File: src/source/rv32i_types.sv
package rv32i_types;

    // basic datapath widths
    typedef logic [31:0] word_t;
    typedef logic [5:0]  phys_reg_t;  // physical register number
    typedef logic [5:0]  rob_idx_t;   // reorder buffer entry

    // memory operation kind carried through the queue
    typedef enum logic {
        mem_load,
        mem_store
    } mem_op_t;

    // one slot of the in-order memory queue
    typedef struct packed {
        logic      valid;      // slot occupied
        logic      ready;      // address written by the agu
        logic      committed;  // store released by the rob
        mem_op_t   op;
        word_t     addr;
        word_t     wdata;
        phys_reg_t pd;         // load destination
        rob_idx_t  rob_num;
    } lsq_entry_t;

    // cache port handshake states
    typedef enum logic [1:0] {
        dp_idle,     // waiting for issue
        dp_req,      // mem_req high, waiting for ack
        dp_release,  // req dropped, waiting for ack to fall
        dp_done      // one cycle done pulse
    } dport_state_t;

endpackage

File: src/source/dmem_if.sv
`timescale 1ns/100ps

// link between the memory queue head and the cache port
interface dmem_if;

    logic               issue;  // head entry eligible, request fields valid
    rv32i_types::word_t addr;
    logic [3:0]         wmask;
    logic [3:0]         rmask;
    rv32i_types::word_t wdata;
    rv32i_types::word_t rdata;  // valid with done
    logic               done;   // one cycle, transaction finished

    modport queue (
        output issue, addr, wmask, rmask, wdata,
        input  rdata, done
    );

    modport port (
        input  issue, addr, wmask, rmask, wdata,
        output rdata, done
    );

endinterface

File: src/source/agu.sv
`timescale 1ns/100ps

module agu #(
    parameter int queue_depth = 16
) (
    input  logic                            clk,
    input  logic                            rst,

    input  logic                            in_valid,
    input  logic [$clog2(queue_depth)-1:0]  in_idx,
    input  rv32i_types::word_t              base,
    input  rv32i_types::word_t              offset,
    input  rv32i_types::word_t              in_wdata,

    output logic                            addr_valid,
    output logic [$clog2(queue_depth)-1:0]  addr_idx,
    output rv32i_types::word_t              addr,
    output rv32i_types::word_t              store_data
);

    // valid pulse follows the input by exactly one edge
    always_ff @(posedge clk) begin
        if (rst) begin
            addr_valid <= 1'b0;
        end else begin
            addr_valid <= in_valid;
        end
    end

    // result fields only move on an accepted input
    always_ff @(posedge clk) begin
        if (in_valid) begin
            addr       <= base + offset;  // no alignment check, words only
            addr_idx   <= in_idx;         // slot tag rides along
            store_data <= in_wdata;
        end
    end

endmodule

File: src/source/memory_queue.sv
`timescale 1ns/100ps

module memory_queue #(
    parameter int queue_depth = 16
) (
    input  logic                            clk,
    input  logic                            rst,

    // dispatch, in program order
    input  logic                            disp_valid,
    input  rv32i_types::mem_op_t            disp_op,
    input  rv32i_types::phys_reg_t          disp_pd,
    input  rv32i_types::rob_idx_t           disp_rob,
    output logic [$clog2(queue_depth)-1:0]  disp_idx,
    output logic                            full,

    // agu results, any order
    input  logic                            addr_valid,
    input  logic [$clog2(queue_depth)-1:0]  addr_idx,
    input  rv32i_types::word_t              addr,
    input  rv32i_types::word_t              store_data,

    // rob commit
    input  logic                            commit_valid,
    input  rv32i_types::rob_idx_t           commit_rob,

    // towards the cache port
    dmem_if.queue                           dmem,

    // load writeback
    output logic                            load_valid,
    output rv32i_types::phys_reg_t          load_pd,
    output rv32i_types::word_t              load_data
);

    import rv32i_types::*;

    localparam int idx_w = $clog2(queue_depth);

    lsq_entry_t       q [queue_depth];

    logic [idx_w:0]   head;  // msb is the wrap bit
    logic [idx_w:0]   tail;
    logic [idx_w-1:0] head_slot;
    logic [idx_w-1:0] tail_slot;

    lsq_entry_t       head_entry;
    logic             head_eligible;
    logic             enq;
    logic             retire_q;  // done seen last cycle

    assign head_slot = head[idx_w-1:0];
    assign tail_slot = tail[idx_w-1:0];

    // same slot, different lap
    assign full     = (head_slot == tail_slot) && (head[idx_w] != tail[idx_w]);
    assign disp_idx = tail_slot;
    assign enq      = disp_valid && !full;

    assign head_entry = q[head_slot];

    // loads go once the address is in, stores also wait for commit
    assign head_eligible = head_entry.valid && head_entry.ready &&
                           (head_entry.op == mem_load || head_entry.committed);

    // one bubble after done so issue always falls between accesses
    assign dmem.issue = head_eligible && !retire_q;
    assign dmem.addr  = head_entry.addr;
    assign dmem.wdata = head_entry.wdata;
    assign dmem.rmask = (dmem.issue && head_entry.op == mem_load)  ? 4'hf : 4'h0;
    assign dmem.wmask = (dmem.issue && head_entry.op == mem_store) ? 4'hf : 4'h0;

    // load result leaves with done, store retires silently
    assign load_valid = dmem.done && (head_entry.op == mem_load);
    assign load_pd    = head_entry.pd;
    assign load_data  = dmem.rdata;

    always_ff @(posedge clk) begin
        if (rst) begin
            head     <= '0;
            tail     <= '0;
            retire_q <= 1'b0;
        end else begin
            retire_q <= dmem.done;
            if (enq) begin
                tail <= tail + 1'b1;
            end
            if (dmem.done) begin
                head <= head + 1'b1;
            end
        end
    end

    always_ff @(posedge clk) begin
        if (rst) begin
            for (int i = 0; i < queue_depth; i++) begin
                q[i].valid     <= 1'b0;
                q[i].ready     <= 1'b0;
                q[i].committed <= 1'b0;
            end
        end else begin
            if (enq) begin
                q[tail_slot].valid     <= 1'b1;
                q[tail_slot].ready     <= 1'b0;
                q[tail_slot].committed <= 1'b0;
                q[tail_slot].op        <= disp_op;
                q[tail_slot].pd        <= disp_pd;
                q[tail_slot].rob_num   <= disp_rob;
            end

            // slot already exists, so always taken
            if (addr_valid) begin
                q[addr_idx].addr  <= addr;
                q[addr_idx].wdata <= store_data;
                q[addr_idx].ready <= 1'b1;
            end

            // commit may land before or after the address
            for (int i = 0; i < queue_depth; i++) begin
                if (commit_valid && q[i].valid && q[i].op == mem_store &&
                    q[i].rob_num == commit_rob) begin
                    q[i].committed <= 1'b1;
                end
            end

            if (dmem.done) begin
                q[head_slot].valid     <= 1'b0;
                q[head_slot].ready     <= 1'b0;
                q[head_slot].committed <= 1'b0;
            end
        end
    end

endmodule

File: src/source/dcache_port.sv
`timescale 1ns/100ps

module dcache_port (
    input  logic               clk,
    input  logic               rst,

    dmem_if.port               dmem,

    // four-phase link to data memory
    output logic               mem_req,
    output rv32i_types::word_t mem_addr,
    output rv32i_types::word_t mem_wdata,
    output logic [3:0]         mem_rmask,
    output logic [3:0]         mem_wmask,
    input  logic               mem_ack,
    input  rv32i_types::word_t mem_rdata
);

    import rv32i_types::*;

    dport_state_t state;

    // private copy of the request, stable for the whole exchange
    word_t        req_addr;
    word_t        req_wdata;
    logic [3:0]   req_rmask;
    logic [3:0]   req_wmask;
    word_t        rdata_q;

    always_ff @(posedge clk) begin
        if (rst) begin
            state <= dp_idle;
        end else begin
            case (state)
                dp_idle: begin
                    if (dmem.issue) begin
                        state <= dp_req;
                    end
                end
                dp_req: begin
                    if (mem_ack) begin
                        state <= dp_release;  // phase 3, drop req
                    end
                end
                dp_release: begin
                    if (!mem_ack) begin
                        state <= dp_done;     // memory finished phase 4
                    end
                end
                default: begin
                    state <= dp_idle;         // dp_done lasts one cycle
                end
            endcase
        end
    end

    always_ff @(posedge clk) begin
        if (state == dp_idle && dmem.issue) begin
            req_addr  <= dmem.addr;
            req_wdata <= dmem.wdata;
            req_rmask <= dmem.rmask;
            req_wmask <= dmem.wmask;
        end
        if (state == dp_req && mem_ack) begin
            rdata_q <= mem_rdata;  // sampled with ack, held until done
        end
    end

    assign mem_req   = (state == dp_req);
    assign mem_addr  = req_addr;
    assign mem_wdata = req_wdata;
    assign mem_rmask = req_rmask;
    assign mem_wmask = req_wmask;

    assign dmem.done  = (state == dp_done);
    assign dmem.rdata = rdata_q;

endmodule

File: src/source/lsq_top.sv
`timescale 1ns/100ps

module lsq_top #(
    parameter int queue_depth = 16
) (
    input  logic                            clk,
    input  logic                            rst,

    // dispatch
    input  logic                            disp_valid,
    input  rv32i_types::mem_op_t            disp_op,
    input  rv32i_types::phys_reg_t          disp_pd,
    input  rv32i_types::rob_idx_t           disp_rob,
    output logic [$clog2(queue_depth)-1:0]  disp_idx,
    output logic                            full,

    // address generation inputs
    input  logic                            in_valid,
    input  logic [$clog2(queue_depth)-1:0]  in_idx,
    input  rv32i_types::word_t              base,
    input  rv32i_types::word_t              offset,
    input  rv32i_types::word_t              in_wdata,

    // rob commit
    input  logic                            commit_valid,
    input  rv32i_types::rob_idx_t           commit_rob,

    // load writeback
    output logic                            load_valid,
    output rv32i_types::phys_reg_t          load_pd,
    output rv32i_types::word_t              load_data,

    // data memory
    output logic                            mem_req,
    output rv32i_types::word_t              mem_addr,
    output rv32i_types::word_t              mem_wdata,
    output logic [3:0]                      mem_rmask,
    output logic [3:0]                      mem_wmask,
    input  logic                            mem_ack,
    input  rv32i_types::word_t              mem_rdata
);

    import rv32i_types::*;

    localparam int idx_w = $clog2(queue_depth);

    // agu result towards the queue
    logic             addr_valid;
    logic [idx_w-1:0] addr_idx;
    word_t            agu_addr;
    word_t            store_data;

    dmem_if dmem_bus ();

    agu #(
        .queue_depth (queue_depth)
    ) u_agu (
        .clk        (clk),
        .rst        (rst),
        .in_valid   (in_valid),
        .in_idx     (in_idx),
        .base       (base),
        .offset     (offset),
        .in_wdata   (in_wdata),
        .addr_valid (addr_valid),
        .addr_idx   (addr_idx),
        .addr       (agu_addr),
        .store_data (store_data)
    );

    memory_queue #(
        .queue_depth (queue_depth)
    ) u_queue (
        .clk          (clk),
        .rst          (rst),
        .disp_valid   (disp_valid),
        .disp_op      (disp_op),
        .disp_pd      (disp_pd),
        .disp_rob     (disp_rob),
        .disp_idx     (disp_idx),
        .full         (full),
        .addr_valid   (addr_valid),
        .addr_idx     (addr_idx),
        .addr         (agu_addr),
        .store_data   (store_data),
        .commit_valid (commit_valid),
        .commit_rob   (commit_rob),
        .dmem         (dmem_bus.queue),
        .load_valid   (load_valid),
        .load_pd      (load_pd),
        .load_data    (load_data)
    );

    dcache_port u_dport (
        .clk       (clk),
        .rst       (rst),
        .dmem      (dmem_bus.port),
        .mem_req   (mem_req),
        .mem_addr  (mem_addr),
        .mem_wdata (mem_wdata),
        .mem_rmask (mem_rmask),
        .mem_wmask (mem_wmask),
        .mem_ack   (mem_ack),
        .mem_rdata (mem_rdata)
    );

endmodule

File: config.mk
export PLATFORM = sky130hd
export DESIGN_NAME = lsq_top
export DESIGN_NICKNAME = d
export VERILOG_FILES = /design/src/source/rv32i_types.sv /design/src/source/dmem_if.sv /design/src/source/agu.sv /design/src/source/memory_queue.sv /design/src/source/dcache_port.sv /design/src/source/lsq_top.sv
export SDC_FILE = /design/constraint.sdc
export NUM_CORES = 1
export LEC_CHECK = 0
export ABC_CLOCK_PERIOD_IN_PS = 8200
export BUFFER_PORTS_ARGS = -buffer_cell sky130_fd_sc_hd__buf_2
export CORE_AREA = 2 2 296 328
export CTS_BUF_LIST = sky130_fd_sc_hd__clkbuf_4
export CTS_CLUSTER_SIZE = 14
export DETAILED_ROUTE_END_ITERATION = 8
export DIE_AREA = 0 0 298 330
export HOLD_SLACK_MARGIN = 0.1
export PLACE_DENSITY_LB_ADDON = 0.2
export SETUP_SLACK_MARGIN = 0.02
export SYNTH_ARGS = -nofsm -noshare
export SYNTH_HDL_FRONTEND = slang
export SYNTH_SLANG_ARGS = --single-unit
export TNS_END_PERCENT = 30
File: constraint.sdc
create_clock -name clk -period 8.2 [get_ports clk]
set_input_delay 0.82 -clock clk [delete_from_list [all_inputs] [get_ports clk]]
set_output_delay 0.82 -clock clk [all_outputs]
set_load 0.01 [all_outputs]
==> results.md <==
* Setup Fix Bufs, Post-CTS at 0
* Pins Over Slew Limit at 0
* Gate Count Post-Synth at 2655
* Vias in the first global route at 30300
* Via density at 5.96
* Mean Syn Cell Area at 21.3 sq um
* CTS sink count at 1464
* Min-Delay Endpoint: u_agu.addr[29]$_DFFE_PP_
* Row cnt at 119
* LEAKAGE at 0.0210 uW
* Simple-gate portion of the synthesized area at 2.70%
* Die ar. at 98300 sq um
* Layout cell share with drive strength beyond 1 at 34.6%
* RSZ-0062 raised after global routing: false
* Cell Pwr Density at 227 nW/um^2
* Register share of total power at 58.4%
* Top Ports at 274
* Asr flop ratio synth at 0%
* Post-synthesis compound-gate area fraction at 2.08%
* Fmax at 200 MHz
* Detailed Routing Iterations Pass 1 at 8
* Dpl ws at 4200 ps
* Period minus WS final at 5000 ps
* Area contributors post-synth: edfxtp_1 (74%), mux4_2 (14%), dfxtp_1 (2.3%)
* Worst path required time at 7380 ps
* Setup_tns at 0 ps
* HP Class: in2reg
* Syn. warnings at 0
* Initial antenna violation count at 3
* Gr usage total at 26.4%
* Final Wtd Congestion at 0.886
* Worst Setup Start Kind: flop
* Routed WL at 127 mm
* WL/cell at 26.3 um
* Detailed Route Iter0 Violations at 2661
* Synth area leader: edfxtp_1
* Worst-path clk slew at 70 ps
* Met1 WL at 49.4 mm
* Max cap viols at 0
* Count of final setup violators at 0
* Post-synth design cell area at 56600 sq um
* Outcome: finished, final reports clean
* Hold Slack at 227 ps
* Top_reg_cell synth: edfxtp_1
* Endpoint arrival time on the critical path at 4180 ps
* Switch Pwr at 3220 uW
* Largest net degree at the start of global routing at 117
* Initial Utilization at 59.6%
* CTS Buf Count at 368
* XOR/XNOR share of the synthesized area at 2.09%
* Gr ovfl total at 0
* CP Capture Type: primary output
* Vert. Die Dim at 330 um
* Kind of critical path: reg2out
* HP Start: offset[29]
* CTS tree: done
* Clock skew at 146 ps
* Die width at 298 um
* Global-route wire length before repair at 189 mm
* R2R setup slack at 4320 ps
* Core Area at 95000 sq um
* Clock power share at 38.5%
* Flops & latches, synth at 1464
* R2r endpoint: u_dport.mem_wdata[15]$_DFFE_PP_
* Combinational family with the most area after synthesis: multiplexers
* Synth Area in Adders at 0.985%
* Top-count cell post-synth: edfxtp_1
* Synth cell count leaders: edfxtp_1 (1398), mux4_2 (356), xnor2_1 (99)
* Layout Nets at 3511
* Number of remaining DRC errors at 0
* Worst r2r path cells at 7
* Number of enable flip-flop cells after synthesis at 1398
* Net Count, Synth at 2856
* Area Growth Syn to Fin at 14.3%
* Max FO, Critical Path at 46
* Int Pwr at 11500 uW
* Clk buf depth at 4
* Worst skew pair latency at 1250 ps
* Top cell type's share of synthesized area at 74.1%
* Worst-margin pin slew at 1200 ps
* Register area share after synthesis at 76.4%
* Combinational share of power at 3.1%
* Antenna-violating nets left at 0
* PnR worst setup slack at 3200 ps
* Mux contribution to synthesized area at 14.2%
* Clock root cell: clkbuf_4
* Tcrit/Tclk final at 61.0%
* Detail Placement HPWL at 72.1 mm
* Final hold vios at 0
* Routed via count at 28800
* Number of library cell types mapped by synthesis at 70
* Met2 WL at 67.0 mm
* H-tree levels at 5
* Max-slew headroom at 19.8%
* Top Layer Used: met4
* VDD IR max at 0.000141 V
* I/O Buffers at 273
* Utilization after layout at 68.1%
* Hold Path Cell Cnt at 3
* Met3 routed wirelength at 8.19 mm
* Switching share of total power at 21.9%
## timing repair
| action | in CTS | in global routing |
|---|---|---|
| gates resized for setup | 0 | 0 |
| hold buffers | 103 | 0 |
| endpoints found under the hold margin | 315 | 0 |
## cells by family (layout without fill, tap and decap cells)
group | after synthesis | in the layout
adders and majority gates | 44 | 44
AOI/OAI and AO/OA | 164 | 164
buffers and inverters | 177 | 1083
and+or+nand+nor | 312 | 312
other | 0 | 6
muxes | 359 | 359
xor gates and xnor gates | 135 | 135
DFF | 1464 | 1464
## layer usage
layer  vias to the layer above  global-route usage (%)
met4                         0                    8.36
met5                         -                       0
li1                      12500                       -
met3                       171                    5.46
met2                      1206                    45.9
met1                     15000                    33.8
## power groups by stage
stage | combinational (uW) | sequential [uW] | clock [uW]
after floorplan | 215 | 8670 | 0
after global placement | 394 | 8720 | 0
after detailed placement | 403 | 8740 | 0
after CTS | 447 | 8580 | 5790
after global routing | 483 | 8600 | 6180
final | 449 | 8580 | 5660
## layout make-up
cell class / count / area, sq um
Multi-Input combinational cell: 1014 / 12600
Timing Repair Buffer: 413 / 2690
Inverter: 49 / 184
Fill cell: 6155 / 30300
Tap cell: 1270 / 1590
Sequential cell: 1464 / 43300
Clock inverter: 118 / 533
Antenna cell: 6 / 15.0
Clock buffer: 503 / 3780
## placed cells by master, fill, tap and decap left out, types with 4 or more instances in the layout
master / instances
inv_1: 49
nand3_1: 50
buf_4: 37
clkbuf_4: 503
o21ai_1: 7
edfxtp_1: 1398
nor3_2: 4
o221a_1: 12
a21oi_1: 44
dlygate4sd3_1: 103
dfxtp_1: 62
clkinv_1: 97
o21a_1: 11
inv_2: 5
diode_2: 6
nor2_1: 73
ha_1: 43
o21ai_0: 11
nor4_1: 16
xor2_1: 36
and2_1: 4
a21o_1: 10
o21bai_1: 6
nor2b_1: 13
nor3_1: 14
mux4_2: 356
nand2_1: 66
clkinv_2: 7
nand2b_1: 14
a31oi_1: 20
o2111ai_1: 8
or3_1: 6
nor2_4: 12
a21oi_2: 5
clkinvlp_4: 5
xnor2_1: 99
buf_2: 272
dfxtp_4: 4
nand4_1: 21
## flip-flops by register name, summed over array words and instances, names as in the netlist, 2 cells and up, named ones only
name	count
u_dport.mem_wdata	32
u_dport.dmem.rdata	32
u_dport.mem_addr	32
u_queue.head	5
u_agu.addr	32
u_queue.q	1280
u_agu.store_data	32
u_queue.tail	5
u_agu.addr_idx	4
u_dport.state	2
## stage by stage
step / power (uW) / std cells / area, sq um
2_1_floorplan: 8880 / 2655 / 56600
3_3_place_gp: 9110 / 4107 / 59400
3_5_place_dp: 9140 / 4107 / 59400
4_1_cts: 14800 / 4831 / 64700
5_1_grt: 15300 / 4837 / 64700
6_report: 14700 / 4837 / 64700
## critical path: stages, from the launching register on
cell and delay, ps:
dfxtp_4 910, buf_4 730, mux4_2 590, mux4_2 520, buf_2 170
## worst max-delay path by stage
stage	startpoint	to	slack [ps]	cells past startpoint
6_report	flop	load_pd[0]	3200	4
5_1_grt	flop	load_pd[0]	2840	4
4_1_cts	flop	load_pd[0]	2980	4
3_5_place_dp	rst	u_queue.q[4][12]$_DFFE_PP_	4200	7
3_3_place_gp	offset[0]	u_agu.addr[16]$_DFFE_PP_	4230	11
2_1_floorplan	rst	u_queue.q[0][12]$_DFFE_PP_	1740	5
Note: power is estimated with default switching activity, not from simulation.
